<file path="config.mk">
export PLATFORM = sky130hd
export DESIGN_NAME = icache_ctrl_fsm_flat
export DESIGN_NICKNAME = d
export VERILOG_FILES = /design/src/design/icache_pkg.sv /design/src/design/icache_ctrl_if.sv /design/src/design/icache_ctrl_fsm.sv /design/src/flat_wrapper.sv
export VERILOG_INCLUDE_DIRS = /design/src /design/src/include
export SDC_FILE = /design/constraint.sdc
export NUM_CORES = 1
export LEC_CHECK = 0
export BUFFER_PORTS_ARGS = -buffer_cell sky130_fd_sc_hd__buf_2
export CORE_AREA = 2 2 39 41
export CTS_CLUSTER_SIZE = 25
export DETAILED_ROUTE_END_ITERATION = 10
export DIE_AREA = 0 0 41 43
export RECOVER_POWER = 50
export SLEW_MARGIN = 20
export SYNTH_ARGS = -nofsm -noshare
export SYNTH_HDL_FRONTEND = slang
export SYNTH_SLANG_ARGS = --single-unit
</file>
<file path="constraint.sdc">
create_clock -name i_clk -period 2.04 [get_ports i_clk]
set_input_delay 0.51 -clock i_clk [delete_from_list [all_inputs] [get_ports i_clk]]
set_output_delay 0.51 -clock i_clk [all_outputs]
set_load 0.1 [all_outputs]
</file>
<file path="src/include/icache_cfg.svh">
// Instruction cache geometry and bus width settings
`ifndef ICACHE_CFG_SVH
`define ICACHE_CFG_SVH

// Physical address width in bits
`define ICACHE_AW 32

// Log2 of line size in bytes, 32-byte lines
`define ICACHE_P_LINE 5

// Log2 of set count, 16 sets
`define ICACHE_P_SETS 4

// Log2 of way count, 2 ways
`define ICACHE_P_WAYS 1

// Log2 of fetch window in bytes
// The AXI data bus has the same width, so a beat fills one window
`define ICACHE_P_WIN_BYTES 3

// AXI id width, seen only by the memory model
`define ICACHE_AXI_IDW 4

`endif
</file>
<file path="src/design/icache_pkg.sv">
// Shared types and derived widths of the instruction cache
package icache_pkg;

   `include "icache_cfg.svh"

   localparam int tag_w  = `ICACHE_AW - `ICACHE_P_SETS - `ICACHE_P_LINE;
   localparam int idx_w  = `ICACHE_P_SETS;
   localparam int beat_w = `ICACHE_P_LINE - `ICACHE_P_WIN_BYTES; // Windows per line, log2
   localparam int ways_n = 1 << `ICACHE_P_WAYS;

   // One fetch window, also one AXI beat
   typedef logic [(8 << `ICACHE_P_WIN_BYTES)-1:0] win_t;

   // Physical address, raw or split into cache fields
   typedef union packed {
      logic [`ICACHE_AW-1:0] raw;
      struct packed {
         logic [tag_w-1:0]               tag;
         logic [idx_w-1:0]               idx;
         logic [beat_w-1:0]              beat;
         logic [`ICACHE_P_WIN_BYTES-1:0] offs;
      } f;
   } paddr_u;

   typedef struct packed {
      logic [tag_w-1:0] tag;
      logic             v;
   } tagv_t;

   typedef enum logic [2:0] {
      S_BOOT       = 3'd0,
      S_IDLE       = 3'd1,
      S_REPLACE    = 3'd2,
      S_REFILL     = 3'd3,
      S_INVALIDATE = 3'd4,
      S_RELOAD     = 3'd5
   } ic_state_e;

endpackage

</file>
<file path="src/design/icache_ctrl_if.sv">
// Steering signals from the cache FSM to the array and AXI blocks
`timescale 1ns/1ps

interface icache_ctrl_if;
   import icache_pkg::*;

   ic_state_e         state;
   logic              arr_re;     // Tag and payload read strobe
   logic [ways_n-1:0] tag_we;
   logic              tag_wsel;   // New tag with valid, else all zero
   logic              pay_we;     // Refill beats may be written
   logic              ar_start;   // Launch the line request

   modport ctrl (
      output state,
      output arr_re,
      output tag_we,
      output tag_wsel,
      output pay_we,
      output ar_start
   );

   modport ways (
      input state,
      input arr_re,
      input tag_we,
      input tag_wsel,
      input pay_we
   );

   modport axi (input ar_start, input state);

endinterface

</file>
<file path="src/design/icache_ctrl_fsm.sv">
// Main cache FSM with boot, refill and invalidate sequencing
`timescale 1ns/1ps

module icache_ctrl_fsm (
   input  logic        i_clk,
   input  logic        i_rst,
   input  logic        i_ce,
   input  logic        i_inv_we,
   input  logic        i_s1_valid,
   input  logic        i_hit,
   input  logic        i_boot_last,
   input  logic        i_r_last,
   output logic        o_stall,
   icache_ctrl_if.ctrl ctrl
);
   import icache_pkg::*;

   ic_state_e state_q;
   ic_state_e state_nxt;
   logic      miss;
   logic      tag_clr;

   assign miss = i_s1_valid & ~i_hit; // Stage 1 item not found

   always_comb
      begin
         state_nxt = state_q;
         case (state_q)
            S_BOOT:
               if (i_boot_last)
                  state_nxt = S_IDLE;

            S_IDLE:
               if (i_ce)
                  begin
                     // Invalidate wins over a pending miss
                     if (i_inv_we)
                        state_nxt = S_INVALIDATE;
                     else if (miss)
                        state_nxt = S_REPLACE;
                  end

            S_REPLACE:
               state_nxt = S_REFILL;

            S_REFILL:
               if (i_r_last)
                  state_nxt = S_RELOAD;

            S_INVALIDATE:
               state_nxt = S_IDLE;

            S_RELOAD:
               state_nxt = S_IDLE;

            default:
               state_nxt = S_BOOT;
         endcase
      end

   always_ff @(posedge i_clk)
      begin
         if (i_rst)
            state_q <= S_BOOT;
         else
            state_q <= state_nxt;
      end

   // Boot and invalidate clear every way of the set
   assign tag_clr = (state_q == S_BOOT) | (state_q == S_INVALIDATE);

   assign ctrl.state    = state_q;
   assign ctrl.arr_re   = ((state_q == S_IDLE) & i_ce) | (state_q == S_RELOAD); // Re-read stage 1
   assign ctrl.tag_we   = {ways_n{tag_clr | (state_q == S_REPLACE)}};
   assign ctrl.tag_wsel = (state_q == S_REPLACE); // Victim way only
   assign ctrl.pay_we   = (state_q == S_REFILL);
   assign ctrl.ar_start = (state_q == S_REPLACE);

   assign o_stall = (state_q != S_IDLE);

endmodule

</file>
<file path="src/flat_wrapper.sv">
// flat-port wrapper written by rule: the top's interface ports become plain ports
module icache_ctrl_fsm_flat import icache_pkg::*;
  (i_clk, i_rst, i_ce, i_inv_we, i_s1_valid, i_hit, i_boot_last, i_r_last, o_stall, ctrl_state, ctrl_arr_re, ctrl_tag_we, ctrl_tag_wsel, ctrl_pay_we, ctrl_ar_start);
  icache_ctrl_if ctrl_i ();
  input  logic i_clk;
  input  logic i_rst;
  input  logic i_ce;
  input  logic i_inv_we;
  input  logic i_s1_valid;
  input  logic i_hit;
  input  logic i_boot_last;
  input  logic i_r_last;
  output logic o_stall;
  output wire logic [$bits(ctrl_i.state)-1:0] ctrl_state;
  output wire logic [$bits(ctrl_i.arr_re)-1:0] ctrl_arr_re;
  output wire logic [$bits(ctrl_i.tag_we)-1:0] ctrl_tag_we;
  output wire logic [$bits(ctrl_i.tag_wsel)-1:0] ctrl_tag_wsel;
  output wire logic [$bits(ctrl_i.pay_we)-1:0] ctrl_pay_we;
  output wire logic [$bits(ctrl_i.ar_start)-1:0] ctrl_ar_start;
  assign ctrl_state = ctrl_i.state;
  assign ctrl_arr_re = ctrl_i.arr_re;
  assign ctrl_tag_we = ctrl_i.tag_we;
  assign ctrl_tag_wsel = ctrl_i.tag_wsel;
  assign ctrl_pay_we = ctrl_i.pay_we;
  assign ctrl_ar_start = ctrl_i.ar_start;
  icache_ctrl_fsm u_core (.i_clk(i_clk), .i_rst(i_rst), .i_ce(i_ce), .i_inv_we(i_inv_we), .i_s1_valid(i_s1_valid), .i_hit(i_hit), .i_boot_last(i_boot_last), .i_r_last(i_r_last), .o_stall(o_stall), .ctrl(ctrl_i));
endmodule
</file>
==> impl_results.md <==
- GR Overflow Total: 0
- Placed cell area: 362 sq um
- Drt first pass iters: 2
- CTS tree: yes
- Post-synthesis average cell area: 8.36 sq um
- Hold Path Stages: 2
- Relative slew margins: 64.2%
- FF+latch count, synth: 3
- Worst slew pin tran: 0.540 ns
- Mapped Area: 209 sq um
- Met1 usage: 9.94%
- Core ar.: 0.00138 sq mm
- Die H: 43 um
- Met2 usage: 9.06%
- IO Port Bufs: 17
- Reg2reg path depth: 3
- Routed Antenna Nets: 0
- Total CTS buffers: 3
- Final hold viol count: 0
- Clk root buf: clkbuf_4
- R2r setup slk: 0.82 ns
- Peak Freq: 544 MHz
- Pin count of the biggest net entering global routing: 13
- DRC Markers: 0
- Post-CTS Hold Buffers: 0
- Critical-path maximum fanout: 10
- CTS resizes: 0
- Final min period: 1.84 ns
- Total die area: 0.00176 sq mm
- CP endpoint kind: primary output
- Cell count after synthesis: 25
- Final net count: 52
- Via count: 251
- Total GRT Usage: 7.62%
- Clock latency on the worst-skew pair: 0.23 ns
- Initial antenna violation count: 0
- Die width: 41 um
- Starting Density: 15.1%
- Hold crit path type: in -> reg
- Vias in the first global route: 223
- Clk_skew: 0.000850 ns
- PD cells: 738 mW/mm^2
- VDD IR max: 323 uV
- Antenna Cells: 0
- H-tree levels: 1
- Clock-pin transition on the worst setup and hold timing paths: 0.04 ns
- First-pass GRT wire length: 876 um
- Status: complete, no violations
- Hold EP: u_core.ctrl.state[1]$_SDFFE_PP0P_
- Worst EP required: 1.53 ns
- Crit path launch type: register
- Synthesized net count: 33
- Final core occ: 28.0%
- Area Growth Syn to Fin: 85.6%
- RSZ-0062 raised after global routing: false
- Seq/Total Area, Yosys: 28.7%
- RD Place Congestion: 0.635
- Most used routing layer: met1
- M3 GR Usage: 6.81%
- Max reg flops: 3
- Final worst-path cycle share: 90.1%
- Row count: 14
- DRT Wirelength: 566 um
- Vias per cell: 4.25
- Kind of critical path: reg -> out
- Arrival @ worst endpoint: 1.33 ns
- Slew Viols, Final: 0
- Max Cap Viol: 0
- Post-CTS setup buffers: 0
- Lkg Pwr: 0.165 nW
- CTS Buffer Depth: 2
- Share of layout cells above drive strength 1: 65.1%
- Worst hold start: i_rst
- Ys Warns: 0
- Synth unique cells: 16
- Total power: 0.000286 W
- RR Startpoint: u_core.ctrl.state[1]$_SDFFE_PP0P_
- Initial drt markers: 2
- Avg WL per Cell: 9.59 um
- I/O pin count: 18
- Setup violations, final: 0
- FF-to-FF End: u_core.ctrl.state[1]$_SDFFE_PP0P_
- Final Cell Area: 388 sq um
- Post-DP HPWL: 451 um
- CTS sink count: 3
layout make-up:
type                       count  area [sq um]
clock buffer                   4          26.3
timing repair buffer          17           100
tap                           16          20.0
sequential                     3          71.3
multi-input combinational     19           170
fill                         153           996
layer usage:
| layer | vias to the layer above | part of all wire (%) |
|---|---|---|
| met3 | 0 | 15 |
| met4 | 0 | 0 |
| met5 | - | 0 |
| met1 | 107 | 46 |
| met2 | 16 | 39 |
| li1 | 128 | - |
worst max-delay path by stage:
stage / cells past startpoint / slack (ns) / from / to
3_3_place_gp: 4 / 0.44 / i_ce / ctrl_arr_re
4_1_cts: 2 / 0.18 / u_core.ctrl.state[2]$_SDFFE_PP0P_ / o_stall
5_1_grt: 2 / 0.14 / u_core.ctrl.state[1]$_SDFFE_PP0P_ / ctrl_tag_wsel
2_1_floorplan: 3 / -0.38 / u_core.ctrl.state[1]$_SDFFE_PP0P_ / ctrl_tag_wsel
6_report: 2 / 0.20 / u_core.ctrl.state[2]$_SDFFE_PP0P_ / o_stall
3_5_place_dp: 4 / 0.43 / i_ce / ctrl_arr_re
cells in the mapped netlist:
master    n  area share (%)
and3b_1   1             4.2
or3_1     1             3.0
o22ai_2   1             6.0
buf_2     1             2.4
a21oi_1   4             9.6
or3b_1    1             4.2
mux2i_1   1             4.8
dfxtp_1   3              29
nand2_1   1             1.8
nand3b_1  1             3.6
nand2b_1  1             3.0
nor2_1    3             5.4
buf_4     2             7.2
or4b_1    1             4.8
nor3b_1   2             7.2
o41ai_1   1             4.2
report_power, final:
part,total [W],switching [W],internal [W]
logic,0.000114,0.0000877,0.0000267
clock network,0.000104,0.0000305,0.0000733
registers,0.0000682,0.00000850,0.0000597
total,0.000286,0.000127,0.000160
critical path, cell delays in order (launching register included):
cell and delay, ns:
dfxtp_4 0.38, or3b_1 0.41, buf_2 0.31
cell families after synthesis:
| group | count (synthesis) | synth area share, % |
|---|---|---|
| buffers and inverters | 3 | 9.58 |
| muxes | 1 | 4.79 |
| DFF | 3 | 28.7 |
| AOI/OAI and AO/OA | 6 | 19.8 |
| and+or+nand+nor | 12 | 37.1 |
metrics by stage:
step,setup slack (ns),instances,hold slack (ns),TNS (ns)
2_1_floorplan,-0.377,25,0.588,-0.486
3_3_place_gp,0.437,55,0.610,0
3_5_place_dp,0.430,55,0.604,0
4_1_cts,0.183,59,0.499,0
5_1_grt,0.138,59,0.509,0
6_report,0.201,59,0.508,0
cell usage in the layout, fill, tap and decap left out, drive strengths merged:
cell type | Yosys | routed
a21oi | 4 | 4
and3b | 1 | 1
buf | 3 | 14
clkbuf | 0 | 7
dfxtp | 3 | 3
mux2i | 1 | 1
nand2 | 1 | 1
nand2b | 1 | 1
nand3b | 1 | 1
nor2 | 3 | 3
nor3b | 2 | 2
o22ai | 1 | 1
o41ai | 1 | 1
or3 | 1 | 1
or3b | 1 | 1
or4b | 1 | 1
No activity file was read; power rests on OpenSTA's default activity.
