File: config.mk
export PLATFORM = sky130hd
export DESIGN_NAME = icache_axi_rd_flat
export DESIGN_NICKNAME = d
export VERILOG_FILES = /design/src/design/icache_pkg.sv /design/src/design/icache_ctrl_if.sv /design/src/design/icache_axi_rd.sv /design/src/flat_wrapper.sv
export VERILOG_INCLUDE_DIRS = /design/src /design/src/include
export SDC_FILE = /design/constraint.sdc
export NUM_CORES = 1
export LEC_CHECK = 0
export ABC_AREA = 1
export BUFFER_PORTS_ARGS = -buffer_cell sky130_fd_sc_hd__buf_2
export CAP_MARGIN = 0
export CORE_ASPECT_RATIO = 0.7
export CORE_MARGIN = 1.5
export CORE_UTILIZATION = 36
export DETAILED_ROUTE_END_ITERATION = 12
export MAX_ROUTING_LAYER = met4
export PLACE_DENSITY = 0.75
export SYNTH_ARGS = -nofsm -noshare
export SYNTH_HDL_FRONTEND = slang
export SYNTH_SLANG_ARGS = --single-unit
File: constraint.sdc
create_clock -name i_clk -period 0.87 [get_ports i_clk]
set_clock_uncertainty 0.1 [all_clocks]
set_input_delay 0.0435 -clock i_clk [delete_from_list [all_inputs] [get_ports i_clk]]
set_output_delay 0.0435 -clock i_clk [all_outputs]
set_load 0.02 [all_outputs]
File: src/include/icache_cfg.svh
// Instruction cache geometry and bus width settings
`ifndef ICACHE_CFG_SVH
`define ICACHE_CFG_SVH

// Physical address width in bits
`define ICACHE_AW 32

// Log2 of line size in bytes, 32-byte lines
`define ICACHE_P_LINE 5

// Log2 of set count, 16 sets
`define ICACHE_P_SETS 4

// Log2 of way count, 2 ways
`define ICACHE_P_WAYS 1

// Log2 of fetch window in bytes
// The AXI data bus has the same width, so a beat fills one window
`define ICACHE_P_WIN_BYTES 3

// AXI id width, seen only by the memory model
`define ICACHE_AXI_IDW 4

`endif
File: src/design/icache_pkg.sv
// Shared types and derived widths of the instruction cache
package icache_pkg;

   `include "icache_cfg.svh"

   localparam int tag_w  = `ICACHE_AW - `ICACHE_P_SETS - `ICACHE_P_LINE;
   localparam int idx_w  = `ICACHE_P_SETS;
   localparam int beat_w = `ICACHE_P_LINE - `ICACHE_P_WIN_BYTES; // Windows per line, log2
   localparam int ways_n = 1 << `ICACHE_P_WAYS;

   // One fetch window, also one AXI beat
   typedef logic [(8 << `ICACHE_P_WIN_BYTES)-1:0] win_t;

   // Physical address, raw or split into cache fields
   typedef union packed {
      logic [`ICACHE_AW-1:0] raw;
      struct packed {
         logic [tag_w-1:0]               tag;
         logic [idx_w-1:0]               idx;
         logic [beat_w-1:0]              beat;
         logic [`ICACHE_P_WIN_BYTES-1:0] offs;
      } f;
   } paddr_u;

   typedef struct packed {
      logic [tag_w-1:0] tag;
      logic             v;
   } tagv_t;

   typedef enum logic [2:0] {
      S_BOOT       = 3'd0,
      S_IDLE       = 3'd1,
      S_REPLACE    = 3'd2,
      S_REFILL     = 3'd3,
      S_INVALIDATE = 3'd4,
      S_RELOAD     = 3'd5
   } ic_state_e;

endpackage

File: src/design/icache_ctrl_if.sv
// Steering signals from the cache FSM to the array and AXI blocks
`timescale 1ns/1ps

interface icache_ctrl_if;
   import icache_pkg::*;

   ic_state_e         state;
   logic              arr_re;     // Tag and payload read strobe
   logic [ways_n-1:0] tag_we;
   logic              tag_wsel;   // New tag with valid, else all zero
   logic              pay_we;     // Refill beats may be written
   logic              ar_start;   // Launch the line request

   modport ctrl (
      output state,
      output arr_re,
      output tag_we,
      output tag_wsel,
      output pay_we,
      output ar_start
   );

   modport ways (
      input state,
      input arr_re,
      input tag_we,
      input tag_wsel,
      input pay_we
   );

   modport axi (input ar_start, input state);

endinterface

File: src/design/icache_axi_rd.sv
// AXI read master for line refills, AR register and R beat acceptance
`timescale 1ns/1ps

`include "icache_cfg.svh"

module icache_axi_rd (
   input  logic                  i_clk,
   input  logic                  i_rst,
   input  icache_pkg::paddr_u    i_miss_addr,
   icache_ctrl_if.axi            ctrl,
   input  logic                  i_arready,
   input  logic                  i_rvalid,
   input  logic                  i_rlast,
   output logic                  o_arvalid,
   output logic [`ICACHE_AW-1:0] o_araddr,
   output logic [7:0]            o_arlen,
   output logic [2:0]            o_arsize,
   output logic                  o_rready,
   output logic                  o_beat_fire,
   output logic                  o_r_last
);
   import icache_pkg::*;

   paddr_u line_addr;
   logic   ar_fire;

   // Burst starts at the first window of the line
   always_comb
      begin
         line_addr        = i_miss_addr;
         line_addr.f.beat = '0;
         line_addr.f.offs = '0;
      end

   assign ar_fire = o_arvalid & i_arready;

   always_ff @(posedge i_clk)
      begin
         if (i_rst)
            o_arvalid <= 1'b0;
         else if (ctrl.ar_start)
            o_arvalid <= 1'b1;
         else if (ar_fire)
            o_arvalid <= 1'b0; // Accepted
      end

   // Address is stable while AR waits
   always_ff @(posedge i_clk)
      begin
         if (ctrl.ar_start)
            o_araddr <= line_addr.raw;
      end

   // INCR burst of full-width beats
   assign o_arlen  = 8'((1 << beat_w) - 1);
   assign o_arsize = 3'(`ICACHE_P_WIN_BYTES);

   assign o_rready    = (ctrl.state == S_REFILL);
   assign o_beat_fire = i_rvalid & o_rready;
   assign o_r_last    = o_beat_fire & i_rlast; // Ends the refill

endmodule

File: src/flat_wrapper.sv
// flat-port wrapper written by rule: the top's interface ports become plain ports
module icache_axi_rd_flat import icache_pkg::*;
  (i_clk, i_rst, i_miss_addr, i_arready, i_rvalid, i_rlast, o_arvalid, o_araddr, o_arlen, o_arsize, o_rready, o_beat_fire, o_r_last, ctrl_ar_start, ctrl_state);
  icache_ctrl_if ctrl_i ();
  input  logic i_clk;
  input  logic i_rst;
  input  icache_pkg::paddr_u i_miss_addr;
  input  logic i_arready;
  input  logic i_rvalid;
  input  logic i_rlast;
  output logic o_arvalid;
  output logic [`ICACHE_AW-1:0] o_araddr;
  output logic [7:0] o_arlen;
  output logic [2:0] o_arsize;
  output logic o_rready;
  output logic o_beat_fire;
  output logic o_r_last;
  input wire logic [$bits(ctrl_i.ar_start)-1:0] ctrl_ar_start;
  input wire logic [$bits(ctrl_i.state)-1:0] ctrl_state;
  assign ctrl_i.ar_start = ctrl_ar_start;
  assign ctrl_i.state = ctrl_state;
  icache_axi_rd u_core (.i_clk(i_clk), .i_rst(i_rst), .i_miss_addr(i_miss_addr), .ctrl(ctrl_i), .i_arready(i_arready), .i_rvalid(i_rvalid), .i_rlast(i_rlast), .o_arvalid(o_arvalid), .o_araddr(o_araddr), .o_arlen(o_arlen), .o_arsize(o_arsize), .o_rready(o_rready), .o_beat_fire(o_beat_fire), .o_r_last(o_r_last));
endmodule
==> impl_metrics.yaml, run 1 <==
grt:
  grt_pass1_vias: 729
  antenna_found_initial: 0
  grt_use_total: 0.154
  grt_pass1_wl_um: 3220
  grt_max_degree: 16
  grt.overflow.total: 0
setup_path:
  required_ns: 0.73
  path_cells: "buf_2"
  max_stage_delay_ns: 0.43
  reg2reg_to: "u_core.o_arvalid"
  start_kind: "register"
  critPathTopFamily: "flip-flops"
  path_buf_inv: 1
  cp-endpoint: "o_araddr[11]"
  cp_data_arrival_time_ns: 0.88
  rrSetupSlack_ns: 0.04
  worstSetupPathType: "reg -> out"
  critical_path.max_fanout: 1
  worstRegToRegCells: 2
  worst-path-stages: 1
  cp_slowest_cell: "edfxtp_1"
  r2r_start: "u_core.o_arvalid"
  cp-end-kind: "output port"
  crit_path_start: "u_core.o_araddr[11]"
die:
  ios: 88
  die_area_mm2: 0.00311
  die_h_um: 47.1
  row_count: 15
  core_area_mm2: 0.00255
  start_util: 0.392
  die_w_um: 66.0
flow_run:
  max_cap_violations: 0
cts:
  numClockSinks: 28
  root_buffer: "clkbuf_8"
  clk_latency_ns: 0.27
  cts_buffer_depth: 2
  cts_buffers: 3
  clk_pin_slew_ns: 0.10
  htree_levels: 1
  cts_tree: "done"
pwr:
  clkPwrFrac: 0.258
  peakVddDrop_v: 0.000942
  p_total_mw: 3.07
  p_sw_mw: 0.753
  combPwrFrac: 0.207
  intPower_mw: 2.31
  leakage_nw: 0.836
  switching_share: 0.245
  power.density_mw_per_mm2: 1690
  seqPwrFrac: 0.535
logic_synthesis:
  synth_xor_xnor_area_share: 0
  synth-compound-area-share: 0.00501
  netlist.area_leader.share: 0.811
  yosysSeqAreaShare: 0.831
  synth-warning-count: 0
  yosys.area_share.simple: 0.0213
  synth_top_family_by_area: "buffers and inverters"
  synth_mux_area_frac: 0
  syn_area_per_cell_um2: 17.9
  synth_adder_area_share: 0
  netlist_area_um2: 1000
  synthTopCellsByArea: "edfxtp_1, buf_4, dfxtp_1, inv_1, nor2_1"
  synth_top_area_cell: "edfxtp_1"
  synth_cells: 56
  ys_types: 9
  ys_ff_latch: 28
cells_and_area:
  antenna_cells: 0
  layout.cells.non_filler: 189
  utilization: 0.712
  synthToLayoutAreaGrowth_pct: 81.7
  fin_nets: 197
  drive_above_1_share: 0.471
placement:
  dpl.cell_count: 156
  gp_congestion: 0.591
  portBuffers: 66
  dp_hpwl_um: 1420
timing:
  period_needed_ns: 1.03
  finalSetupViolCount: 28
  rsz0062_at_grt: "yes"
  fin_setup_tns_ns: -2.32
  fin_crit_sh: 1.18
  worst_slack_ns: -0.157
  fmax_mhz: 974
  slew_violations: 0
  hold_violations: 0
detailed_routing:
  dr_total_vias: 759
  viasPerCell: 4.02
  firstDrtPassIters: 4
  ant_nets: 0
  drt-total-wl_um: 2580
  drtIter0Drc: 10
  drc: 0
  wl_per_cell_um: 13.6
status:
  status: "finished with violations"
  violations: "setup timing"
worst_hold_path:
  hp-class: "in -> reg"
## power by group through the flow
stage,logic [mW],registers (mW),clock network [mW]
2_1_floorplan,0.129,1.79,0
5_1_grt,0.665,1.65,0.850
4_1_cts,0.558,1.62,0.815
3_3_place_gp,0.430,1.64,0
3_5_place_dp,0.441,1.65,0
6_report,0.634,1.64,0.791
## how the worst min path moves through the flow
stage / slack [ns] / startpoint / to / cells past startpoint
final: 0.09 / ctrl_ar_start / u_core.o_araddr[25] / 2
after global routing: 0.1 / ctrl_ar_start / u_core.o_araddr[15] / 2
after CTS: 0.09 / ctrl_ar_start / u_core.o_araddr[6] / 2
after detailed placement: 0.11 / i_rst / u_core.o_arvalid / 2
after global placement: 0.1 / i_rst / u_core.o_arvalid / 2
after floorplan: 0.02 / i_rst / u_core.o_arvalid / 1
## what timing repair did
item                       4_1_cts  5_1_grt
setup endpoints to repair       28       28
gates resized for setup         11       31
buffers inserted                 0        0
hold buffers                    29        0
hold endpoints to repair        28        0
## cell usage in the layout, fill, tap and decap left out
cell type	instances
a21oi_1	1
buf_12	2
buf_2	46
buf_6	20
clkbuf_8	4
conb_1	16
dfxtp_2	1
dlygate4sd3_1	29
edfxtp_1	27
inv_1	4
nand2_1	1
nand4_1	1
nor2_1	3
## flip-flops by register name, summed over array words and instances, names as in the netlist
register / count
u_core.o_araddr: 27
u_core.o_arvalid: 1
## logic make-up after synthesis
group	Yosys count
flops	28
buf+inv	20
simple gates	5
other cells	2
compound gates	1
## routing by layer
metal	global-route usage	vias to the layer above	part of all wire
met4	0.0245	0	0
li1	-	357	-
met2	0.285	52	0.53
met5	-	-	0
met3	0.0600	0	0.096
met1	0.162	350	0.37
## worst reg2reg max path, delay by kind of cell (launching register included)
kind,cells,cell delay (ns)
and+or+nand+nor,1,0.07
AOI/OAI and AO/OA,1,0.21
DFF,1,0.35
## per-stage QoR
step | hold WS, ns | setup slack [ns] | cell area [um^2]
5_1_grt | 0.0968 | -0.174 | 1820
3_5_place_dp | 0.109 | 0.125 | 1350
6_report | 0.0926 | -0.157 | 1820
4_1_cts | 0.0872 | -0.110 | 1720
3_3_place_gp | 0.0993 | 0.142 | 1350
2_1_floorplan | 0.0159 | 0.112 | 1050
## cells in the mapped netlist
cell,n
nor2_1,3
buf_4,16
dfxtp_1,1
edfxtp_1,27
inv_1,4
conb_1,2
nand2_1,1
nand4_1,1
a21oi_1,1
## layout make-up
type | instances | area [um^2]
Fill cell | 176 | 736
Clock buffer | 4 | 55.1
Timing Repair Buffer | 97 | 786
Multi-Input combinational cell | 22 | 86.3
Tap cell | 34 | 42.5
Sequential cell | 28 | 832
Inverter | 4 | 15.0
No activity file was read; power rests on OpenSTA's default activity.
==> run 2: changes to the inputs <==
--- a/config.mk
+++ b/config.mk
@@ -15,6 +15,7 @@
 export DETAILED_ROUTE_END_ITERATION = 12
 export MAX_ROUTING_LAYER = met4
 export PLACE_DENSITY = 0.75
+export SETUP_SLACK_MARGIN = 0.3
 export SYNTH_ARGS = -nofsm -noshare
 export SYNTH_HDL_FRONTEND = slang
 export SYNTH_SLANG_ARGS = --single-unit
==> impl_metrics.yaml, run 2 (synthesis gave the netlist of run 1 again) <==
cells_and_area:
  antenna_cells: 0
  final_common_cell: "buf_2"
  synthToLayoutAreaGrowth_pct: 60.1
  layout.cells.most_common_list: "buf_2, edfxtp_1, buf_6, conb_1"
  largestRegisters: "u_core.o_araddr (27), u_core.o_arvalid (1)"
  largest_reg_flops: 27
  top_register: "u_core.o_araddr"
  fin_nets: 170
  drive_above_1_share: 0.625
detailed_routing:
  wl_met2_um: 965
  drt-total-wl_um: 1830
  wl_met1_um: 657
  drtIter0Drc: 19
  drc: 0
  firstDrtPassIters: 4
  ant_nets: 0
  viasPerCell: 3.92
  wl_per_cell_um: 11.3
  top_layer_used: "met3"
  dr_wl_met3_um: 205
  dr_total_vias: 635
die:
  die_w_um: 66.0
  ios: 88
  die_h_um: 47.1
  core_area_mm2: 0.00255
  die_area_mm2: 0.00311
  row_count: 15
  start_util: 0.392
timing:
  hold_ws_ns: -0.190
  slew_violations: 0
  hold_violations: 28
  period_needed_ns: 0.979
  fin_crit_sh: 1.12
  rsz0062_at_grt: "yes"
  finalSetupViolCount: 28
  worst_slack_ns: -0.109
  fmax_mhz: 1020
setup_path:
  start_kind: "register"
  path_buf_inv: 1
  worstSetupPathType: "reg -> out"
  critPathTopFamily: "flip-flops"
  rrSetupSlack_ns: 0.07
  max_stage_delay_ns: 0.40
  critical_path.max_fanout: 1
  cp_slowest_cell: "edfxtp_1"
  cp-end-kind: "output port"
  path_cells: "buf_2"
  required_ns: 0.73
  cp_data_arrival_time_ns: 0.84
placement:
  dp_hpwl_um: 1440
  portBuffers: 66
  gp_congestion: 0.699
cts:
  htree_levels: 1
  cts_buffers: 3
  cts_tree: "done"
  root_buffer: "clkbuf_8"
  numClockSinks: 28
  cts_buffer_depth: 2
  clk_pin_slew_ns: 0.09
  clk_latency_ns: 0.26
grt:
  antenna_found_initial: 0
  grt_pass1_wl_um: 2240
  grt_pass1_vias: 535
  grt_use_total: 0.108
  grt_max_degree: 21
  grt.overflow.total: 0
pwr:
  leakage_nw: 0.735
  power.density_mw_per_mm2: 1960
  peakVddDrop_v: 0.00150
  p_total_mw: 3.14
worst_hold_path:
  hp-class: "in -> reg"
status:
  violations: "hold timing, setup timing"
  status: "finished with violations"
flow_run:
  max_cap_violations: 0
==> run 2: cell count changes in the layout (fill, tap and decap cells not counted), sizes merged <==
cell         before  now
buf              68   70
bufinv            0    1
clkbuf            4    3
dlygate4sd3      29    0
==> run 2: worst paths after layout <==
kind	endpoint	cells after the start	start
worst min register to register	u_core.o_arvalid	3	u_core.o_arvalid
worst max register to register	u_core.o_arvalid	3	u_core.o_arvalid
worst max-delay path	o_araddr[16]	1	u_core.o_araddr[16]
worst min-delay path	u_core.o_arvalid	2	i_rst
==> run 2: timing repair <==
item	in CTS	in global routing
endpoints found under the setup margin	32	32
pin swaps	3	1
hold endpoints to repair	28	28
setup buffers	0	2
gates resized for setup	21	32
==> run 2: where the power goes <==
group | switching (mW) | internal, mW
registers | 0.0390 | 1.59
clock network | 0.353 | 0.615
logic | 0.296 | 0.243
total | 0.688 | 2.45
==> run 2: layer usage <==
metal  vias to the layer above  global-route usage
met5                         -                   -
met4                         0              0.0122
met3                         0              0.0552
met2                        46               0.198
met1                       285               0.109
li1                        304                   -
==> run 2: area by class of cell <==
type / count / area [um^2]
well taps: 34 / 42.5
repair buffers: 70 / 537
fillers: 201 / 952
multi-input cells: 22 / 103
flip-flops and latches: 28 / 832
inverters: 4 / 15.0
clock buffers: 3 / 41.3
clock inverters: 1 / 30.0
==> run 2: metrics by stage <==
stage,std cells,setup WS (ns),TNS [ns],util,cell area [um^2]
after floorplan,70,0.172,0,-,1060
after CTS,160,-0.112,-2.12,0.580,1480
after detailed placement,156,0.121,0,0.525,1340
final,162,-0.109,-1.79,0.627,1600
after global routing,162,-0.130,-2.69,0.627,1600
after global placement,156,0.144,0,0.525,1340
