--- src/include/icache_cfg.svh ---
// Instruction cache geometry and bus width settings
`ifndef ICACHE_CFG_SVH
`define ICACHE_CFG_SVH

// Physical address width in bits
`define ICACHE_AW 32

// Log2 of line size in bytes, 32-byte lines
`define ICACHE_P_LINE 5

// Log2 of set count, 16 sets
`define ICACHE_P_SETS 4

// Log2 of way count, 2 ways
`define ICACHE_P_WAYS 1

// Log2 of fetch window in bytes
// The AXI data bus has the same width, so a beat fills one window
`define ICACHE_P_WIN_BYTES 3

// AXI id width, seen only by the memory model
`define ICACHE_AXI_IDW 4

`endif
--- src/design/icache_pkg.sv ---
// Shared types and derived widths of the instruction cache
package icache_pkg;

   `include "icache_cfg.svh"

   localparam int tag_w  = `ICACHE_AW - `ICACHE_P_SETS - `ICACHE_P_LINE;
   localparam int idx_w  = `ICACHE_P_SETS;
   localparam int beat_w = `ICACHE_P_LINE - `ICACHE_P_WIN_BYTES; // Windows per line, log2
   localparam int ways_n = 1 << `ICACHE_P_WAYS;

   // One fetch window, also one AXI beat
   typedef logic [(8 << `ICACHE_P_WIN_BYTES)-1:0] win_t;

   // Physical address, raw or split into cache fields
   typedef union packed {
      logic [`ICACHE_AW-1:0] raw;
      struct packed {
         logic [tag_w-1:0]               tag;
         logic [idx_w-1:0]               idx;
         logic [beat_w-1:0]              beat;
         logic [`ICACHE_P_WIN_BYTES-1:0] offs;
      } f;
   } paddr_u;

   typedef struct packed {
      logic [tag_w-1:0] tag;
      logic             v;
   } tagv_t;

   typedef enum logic [2:0] {
      S_BOOT       = 3'd0,
      S_IDLE       = 3'd1,
      S_REPLACE    = 3'd2,
      S_REFILL     = 3'd3,
      S_INVALIDATE = 3'd4,
      S_RELOAD     = 3'd5
   } ic_state_e;

endpackage

--- src/design/icache_counters.sv ---
// Boot set counter, refill beat counter and round-robin victim pointer
`timescale 1ns/1ps

module icache_counters (
   input  logic                          i_clk,
   input  logic                          i_rst,
   input  icache_pkg::ic_state_e         i_state,
   input  logic                          i_beat_fire,
   output logic [icache_pkg::idx_w-1:0]  o_boot_idx,
   output logic                          o_boot_last,
   output logic [icache_pkg::beat_w-1:0] o_beat_idx,
   output logic [icache_pkg::ways_n-1:0] o_victim
);
   import icache_pkg::*;

   // One set cleared per cycle
   always_ff @(posedge i_clk)
      begin
         if (i_rst)
            o_boot_idx <= '0;
         else if (i_state == S_BOOT)
            o_boot_idx <= o_boot_idx + 1'b1;
      end

   assign o_boot_last = &o_boot_idx;

   // Wraps to zero after the last beat of a line
   always_ff @(posedge i_clk)
      begin
         if (i_rst)
            o_beat_idx <= '0;
         else if ((i_state == S_REFILL) & i_beat_fire)
            o_beat_idx <= o_beat_idx + 1'b1;
      end

   // One-hot pointer, steps once per replacement
   always_ff @(posedge i_clk)
      begin
         if (i_rst)
            o_victim <= ways_n'(1);
         else if (i_state == S_REPLACE)
            o_victim <= {o_victim[ways_n-2:0], o_victim[ways_n-1]};
      end

endmodule

--- config.mk ---
export PLATFORM = sky130hd
export DESIGN_NAME = icache_counters
export DESIGN_NICKNAME = d
export VERILOG_FILES = /design/src/design/icache_pkg.sv /design/src/design/icache_counters.sv
export VERILOG_INCLUDE_DIRS = /design/src /design/src/include
export SDC_FILE = /design/constraint.sdc
export NUM_CORES = 1
export LEC_CHECK = 0
export BUFFER_PORTS_ARGS = -buffer_cell sky130_fd_sc_hd__buf_2
export CAP_MARGIN = 10
export CELL_PAD_IN_SITES_DETAIL_PLACEMENT = 1
export CELL_PAD_IN_SITES_GLOBAL_PLACEMENT = 1
export CORE_AREA = 2 2 39 41
export CTS_BUF_LIST = sky130_fd_sc_hd__clkbuf_4 sky130_fd_sc_hd__clkbuf_8
export DETAILED_ROUTE_END_ITERATION = 6
export DIE_AREA = 0 0 41 43
export PLACE_DENSITY = 0.74
export RECOVER_POWER = 25
export SLEW_MARGIN = 40
export SYNTH_ARGS = -nofsm -noshare
export SYNTH_HDL_FRONTEND = slang
export SYNTH_SLANG_ARGS = --single-unit
--- constraint.sdc ---
create_clock -name i_clk -period 1.1 [get_ports i_clk]
set_input_delay 0.33 -clock i_clk [delete_from_list [all_inputs] [get_ports i_clk]]
set_output_delay 0.33 -clock i_clk [all_outputs]
set_load 0.005 [all_outputs]
==> results of run 1 <==
## worst min path at each step
stage | from | end | slack, ns | depth (start not counted)
global route | i_rst | o_boot_idx[2]$_SDFFE_PP0N_ | 0.37 | 2
finish | i_rst | o_boot_idx[2]$_SDFFE_PP0N_ | 0.35 | 2
CTS | i_rst | o_boot_idx[2]$_SDFFE_PP0N_ | 0.36 | 2
global placement | o_victim[1]$_SDFFE_PP0N_ | o_victim[0]$_SDFFE_PP1N_ | 0.48 | 1
detailed placement | o_victim[1]$_SDFFE_PP0N_ | o_victim[0]$_SDFFE_PP1N_ | 0.48 | 1
floorplan | o_victim[1]$_SDFFE_PP0N_ | o_victim[0]$_SDFFE_PP1N_ | 0.49 | 1
## registers in the layout (all words and copies together), names as in the netlist
register    cells
o_boot_idx      4
o_victim        2
o_beat_idx      2
## stage by stage
step | instance area (µm²) | power, mW | hold WS, ns
final | 589.3 | 0.6150 | 0.3489
after global routing | 589.3 | 0.6490 | 0.3691
after CTS | 551.8 | 0.6152 | 0.3598
after detailed placement | 496.7 | 0.3820 | 0.4789
after global placement | 496.7 | 0.3779 | 0.4764
after floorplan | 372.9 | 0.3404 | 0.4867
## metal layers
metal	wire length, µm	share of wire	vias up
met5	0	0	-
met4	0	0	0
met3	48	0.048	0
met2	536	0.54	9
met1	411	0.41	169
li1	-	-	173
## final cells by class
cell class,instances,area [µm²],share of cell area
Multi-Input combinational cell,26,230.2,0.3907
Sequential cell,8,168.9,0.2866
Timing Repair Buffer,22,143.9,0.2442
Clock buffer,3,22.52,0.03822
Tap cell,16,20.02,0.03397
Inverter,1,3.754,0.006369
## Yosys cell counts
| master | instances |
|---|---|
| sky130_fd_sc_hd__dfxtp_1 | 8 |
| sky130_fd_sc_hd__nor2_1 | 8 |
| sky130_fd_sc_hd__nor2b_1 | 3 |
| sky130_fd_sc_hd__xnor2_1 | 3 |
| sky130_fd_sc_hd__mux2_1 | 2 |
| sky130_fd_sc_hd__mux2i_1 | 2 |
| sky130_fd_sc_hd__a211o_2 | 1 |
| sky130_fd_sc_hd__and3_1 | 1 |
| sky130_fd_sc_hd__buf_1 | 1 |
| sky130_fd_sc_hd__ha_1 | 1 |
| sky130_fd_sc_hd__inv_1 | 1 |
| sky130_fd_sc_hd__nand4_1 | 1 |
| sky130_fd_sc_hd__nand4b_1 | 1 |
| sky130_fd_sc_hd__nor3_4 | 1 |
| sky130_fd_sc_hd__nor3b_2 | 1 |
| sky130_fd_sc_hd__nor4b_1 | 1 |
## repair_timing
action,4_1_cts,5_1_grt
hold endpoints to repair,0,0
pin swaps,3,2
setup endpoints to repair,5,7
setup buffers,1,2
gates resized for setup,6,7
## worst reg2reg max path, cell delays in order (launching register included)
cell	delay [ns]
sky130_fd_sc_hd__dfxtp_2	0.36
sky130_fd_sc_hd__ha_4	0.14
sky130_fd_sc_hd__buf_4	0.10
sky130_fd_sc_hd__buf_6	0.08
sky130_fd_sc_hd__nor4b_4	0.19
sky130_fd_sc_hd__xnor2_1	0.16
sky130_fd_sc_hd__nor2_1	0.06
## cell families after synthesis
| kind of cell | count (synthesis) | synth area share |
|---|---|---|
| buffers and inverters | 2 | 0.02046 |
| AO/OA/AOI/OAI | 1 | 0.02730 |
| multiplexers | 4 | 0.1160 |
| flip-flops | 8 | 0.4369 |
| AND/OR/NAND/NOR | 17 | 0.2936 |
| XOR/XNOR | 3 | 0.07169 |
| adder cells (fa/ha/maj) | 1 | 0.03412 |
## where the power goes
part	total (mW)	switching (mW)	internal, mW
combinational	0.0840	0.0405	0.0435
clock	0.228	0.103	0.125
sequential	0.303	0.00638	0.297
==> flow_summary_export.csv, run 1 <==
group,metric,value,unit
floorplanning,initial_utilization,0.2649,
routing,drtAntennaViolNets,0,
place,routability_driven_placement_congestion_ratio,0.7008,
timing,worst_slew_pin_slew,0.2539,ns
routing,post_drt_via_cell_ratio,4.618,
power_and_ir_drop,pwr_density_cell,1044,nW/µm²
routing,routed_wire_length_per_instance,13.09,µm
setup_path,r2r_start,"o_boot_idx[1]$_SDFFE_PP0N_",
timing,fmaxAchievable,750.1,MHz
clock_tree,htree_num_levels,1,
routing,totalWireLength,995,µm
layout,mostFrequentLayoutCells,"13 x sky130_fd_sc_hd__buf_2, 8 x sky130_fd_sc_hd__nor2_1, 5 x sky130_fd_sc_hd__buf_4",
setup_path,regToRegEndpoint,"o_boot_idx[2]$_SDFFE_PP0N_",
routing,dr.first_iter.drc_count,3,
routing,via_count,351,
layout,final_layout_size_suffix_gt1_frac,0.6000,
synthesis,ys_seq_area_frac,0.4369,
setup_path,timing.critical_path.slowest_stage_cell,"sky130_fd_sc_hd__dfxtp_2",
routing,drcViolationCount,0,
setup_path,path_delay_family,"flip-flops",
synthesis,yosys_warnings,0,
setup_path,critical_path.max_stage_delay,0.34,ns
layout,finish.cell_count_without_fillers,76,
timing,report.final.setup_viol,4,
timing,period_needed,1.333,ns
layout,num_antenna_cells,0,
setup_path,worst_setup_path_startpoint,"o_boot_idx[1]$_SDFFE_PP0N_",
timing,timing.slew.headroom,0.8300,
layout,fill_cells,163,
timing,timing.final.crit_share,1.212,
setup_path,worstSetupEndpoint,"o_boot_last",
synthesis,synth.net_count,43,
power_and_ir_drop,cellLeakagePower,0.2667,nW
place,post-place-cells,70,
clock_tree,cts_made_buffers,3,
synthesis,syn-instance-count,36,
setup_path,worstPathRequired,0.77,ns
setup_path,critPathMaxFanout,2,
floorplanning,std_cell_rows,14,
power_and_ir_drop,ir_worst_vdd,0.0005097,V
setup_path,setup.worst_path.start_class,"register",
timing,setup-tns-final,-0.5786,ns
clock_tree,clk_pin_slew_worst_paths,0.06,ns
timing,rsz_0062_raised_after_global_routing,"true",
outcome,run_status,"complete, but fails checks",
synthesis,postSynthRegisterBits,8,
floorplanning,fp.dieArea,1763,µm²
layout,final_nets,69,
setup_path,timing_worst_setup_path_type,"reg2out",
clock_tree,tritoncts,"built",
floorplanning,placeableCoreArea,1384,µm²
floorplanning,dieWidth,41,µm
outcome,failing_checks,"setup timing",
global_routing,grt_util_met3,0.06283,
setup_path,worst-path-stages,3,
flow_run,maxCapViolCount,0,
global_routing,overflow,0,
global_routing,grt_max_degree,11,
timing,final.setup_skew,0.0001492,ns
min_path,timing.hold.worst.class,"in2reg",
clock_tree,tritoncts_num_sinks,8,
setup_path,cp-end-kind,"primary output",
setup_path,path_cells,"ha_4 > and3_1 > buf_2",
floorplanning,num_io_pins,15,
synthesis,synth_top_cell_area_share,0.4369,
synthesis,synth.lib_cells_used.distinct,16,
place,placement.io_buffers,14,
setup_path,cp.arrival,1.00,ns
layout,final_standard_cell_utilization_of_the_core,0.4259,
synthesis,post_synthesis_average_cell_area,10.18,µm²
synthesis,synth_top_cell_by_area,"sky130_fd_sc_hd__dfxtp_1",
setup_path,reg2reg_setup_slack,-0.09,ns
global_routing,globalRouteMet2Util,0.1938,
global_routing,grt_util_met1,0.1392,
global_routing,gr-usage-all-layers,0.1328,
timing,maxSlewViolCount,0,
timing,setup_slack,-0.2332,ns
routing,drt_pre_antenna_iters,2,
clock_tree,root_buffer,"sky130_fd_sc_hd__clkbuf_4",
global_routing,grt_first_pass_wirelength,1.469,mm
setup_path,critical_path.n_buffers_inverters,1,
setup_path,worst_r2r_path_depth,6,
clock_tree,ctsLongestPathBuffers,2,
place,placement.setup.worst_slack,-0.1682,ns
clock_tree,hold_buffers_post_cts,0,
layout,area_growth,60.75,%
synthesis,synth_area,366.6,µm²
global_routing,antenna_violations_before_repair,0,
floorplanning,die_height,43,µm
clock_tree,clock_insertion_delay_worst_skew,0.25,ns
timing,report.final.hold_viol_count,0,
synthesis,netlist_top_cells_area,"sky130_fd_sc_hd__dfxtp_1 44%, sky130_fd_sc_hd__nor2_1 8.2%, sky130_fd_sc_hd__xnor2_1 7.2%, sky130_fd_sc_hd__mux2_1 6.1%, sky130_fd_sc_hd__mux2i_1 5.5%",
global_routing,grt_busiest_layer,"met2",
global_routing,first_global_vias,365,
layout,final_common_cell,"sky130_fd_sc_hd__buf_2",
Note: power is estimated with default switching activity, not from simulation.
==> inputs of run 2 (changes only) <==
- GPL_TIMING_DRIVEN: default -> 0
==> flow_summary_export.csv, run 2 (same netlist as run 1, synthesis figures left out) <==
group,metric,value,unit
outcome,run_status,"complete, but fails checks",
outcome,failing_checks,"setup timing",
power_and_ir_drop,pwr_density_cell,1131,nW/µm²
place,hpwl,569.5,µm
global_routing,overflow,0,
global_routing,gr-usage-all-layers,0.1190,
timing,worst_slew_pin_slew,0.4265,ns
layout,ff_latch_area,165.2,µm²
floorplanning,die_height,43,µm
routing,post_drt_via_cell_ratio,4.648,
layout,final_design_area_no_fill,535.5,µm²
clock_tree,ctsLongestPathBuffers,2,
routing,dr.first_iter.drc_count,2,
layout,final_common_cell,"sky130_fd_sc_hd__buf_2",
min_path,timing.hold.worst.class,"in2reg",
clock_tree,root_buffer,"sky130_fd_sc_hd__clkbuf_4",
place,post-place-cells,65,
timing,setup_slack,-0.2188,ns
setup_path,timing_worst_setup_path_type,"reg2out",
layout,largest_register_ff_count,4,
clock_tree,tritoncts,"built",
clock_tree,clock_insertion_delay_worst_skew,0.25,ns
global_routing,antenna_violations_before_repair,0,
timing,report.final.setup_viol,3,
layout,final_standard_cell_utilization_of_the_core,0.3870,
layout,final_nets,64,
floorplanning,num_io_pins,15,
timing,rsz_0062_raised_after_global_routing,"true",
place,placement.io_buffers,13,
layout,fill_cells,158,
floorplanning,fp.dieArea,1763,µm²
global_routing,grt_max_degree,11,
layout,largestRegisters,"o_boot_idx: 4 flops, o_beat_idx: 2 flops, o_victim: 2 flops",
clock_tree,cts_made_buffers,3,
clock_tree,clk_pin_slew_worst_paths,0.06,ns
setup_path,setup.worst_path.start_class,"register",
floorplanning,std_cell_rows,14,
floorplanning,placeableCoreArea,1384,µm²
timing,holdWs,0.4527,ns
power_and_ir_drop,cellLeakagePower,0.2313,nW
layout,mostFrequentLayoutCells,"10 x sky130_fd_sc_hd__buf_2, 8 x sky130_fd_sc_hd__nor2_1, 4 x sky130_fd_sc_hd__dfxtp_1, 4 x sky130_fd_sc_hd__dfxtp_2",
clock_tree,tritoncts_num_sinks,8,
routing,via_count,330,
floorplanning,dieWidth,41,µm
place,dpl_cell_area,457.9,µm²
layout,registers.top_by_ff_count,"o_boot_idx",
timing,final.setup_skew,0.00008271,ns
routing,drcViolationCount,0,
layout,area_growth,46.08,%
timing,timing.slew.headroom,0.7157,
timing,fmaxAchievable,758.3,MHz
layout,finish.cell_count_without_fillers,71,
power_and_ir_drop,ir_worst_vdd,0.0004663,V
routing,routed_wire_length_per_instance,11.25,µm
setup_path,worstPathRequired,0.77,ns
clock_tree,htree_num_levels,1,
timing,report.final.hold_viol_count,0,
routing,totalWireLength,799,µm
place,placement.setup.worst_slack,-0.2029,ns
timing,setup-tns-final,-0.4606,ns
timing,maxSlewViolCount,0,
layout,num_antenna_cells,0,
floorplanning,initial_utilization,0.2649,
global_routing,grt_first_pass_wirelength,1.338,mm
routing,drt_pre_antenna_iters,2,
power_and_ir_drop,total_power,605.7,µW
layout,final_layout_size_suffix_gt1_frac,0.4909,
setup_path,cp.arrival,0.99,ns
setup_path,critPathMaxFanout,2,
timing,timing.final.crit_share,1.199,
setup_path,cp-end-kind,"primary output",
global_routing,first_global_vias,302,
place,routability_driven_placement_congestion_ratio,0.6697,
layout,multi_input_comb_area,217.7,µm²
timing,period_needed,1.319,ns
flow_run,maxCapViolCount,0,
routing,drtAntennaViolNets,0,
-- run 2: cell types whose count changed in the layout (fill, tap and decap cells not counted) --
cell	previous run	this run
sky130_fd_sc_hd__buf_4	5	2
sky130_fd_sc_hd__mux2_4	1	0
sky130_fd_sc_hd__buf_2	13	10
sky130_fd_sc_hd__dfxtp_4	1	0
sky130_fd_sc_hd__dfxtp_1	3	4
sky130_fd_sc_hd__clkbuf_1	0	1
sky130_fd_sc_hd__buf_1	0	1
sky130_fd_sc_hd__clkbuf_4	4	3
sky130_fd_sc_hd__nor4b_4	1	0
sky130_fd_sc_hd__mux2_1	1	2
sky130_fd_sc_hd__nor4b_2	0	1
-- run 2: worst max-delay path, cell delays in order, from the launching register on --
cell	delay (ns)
sky130_fd_sc_hd__dfxtp_2	0.34
sky130_fd_sc_hd__ha_4	0.15
sky130_fd_sc_hd__and3_1	0.13
sky130_fd_sc_hd__buf_2	0.12
-- run 2: final timing paths --
check | from | end | slack, ns | cells past startpoint
hold / removal | i_rst | o_boot_idx[0]$_SDFFE_PP0N_ | 0.45 | 2
setup / recovery | o_boot_idx[0]$_SDFFE_PP0N_ | o_boot_last | -0.22 | 3
setup reg to reg | o_boot_idx[0]$_SDFFE_PP0N_ | o_boot_idx[3]$_SDFFE_PP0N_ | 0.02 | 4
hold reg to reg | o_victim[1]$_SDFFE_PP0N_ | o_victim[0]$_SDFFE_PP1N_ | 0.50 | 1
-- run 2: layout make-up --
| type | instances | area share |
|---|---|---|
| plain buffers | 1 | 0.007009 |
| clock buffers | 3 | 0.04206 |
| inverters | 1 | 0.007009 |
| multi-input cells | 26 | 0.4065 |
| flip-flops and latches | 8 | 0.3084 |
| well taps | 16 | 0.03738 |
| repair buffers | 16 | 0.1916 |
-- run 2: power breakdown --
group	leakage (nW)	switching [mW]	internal (mW)
clock	0.0138	0.103	0.125
sequential	0.0669	0.00646	0.299
combinational	0.151	0.0347	0.0377
-- run 2: routing by layer --
layer	part of all wire	track usage
met5	0	0
met2	0.43	0.1344
met4	0.023	0.1000
met3	0.079	0.06283
met1	0.46	0.1564
-- run 2: what timing repair did --
action | 4_1_cts | 5_1_grt
buffers inserted | 2 | 1
resized for setup | 7 | 2
endpoints found under the setup margin | 4 | 5
pin swaps | 2 | 1
hold buffers | 0 | 0
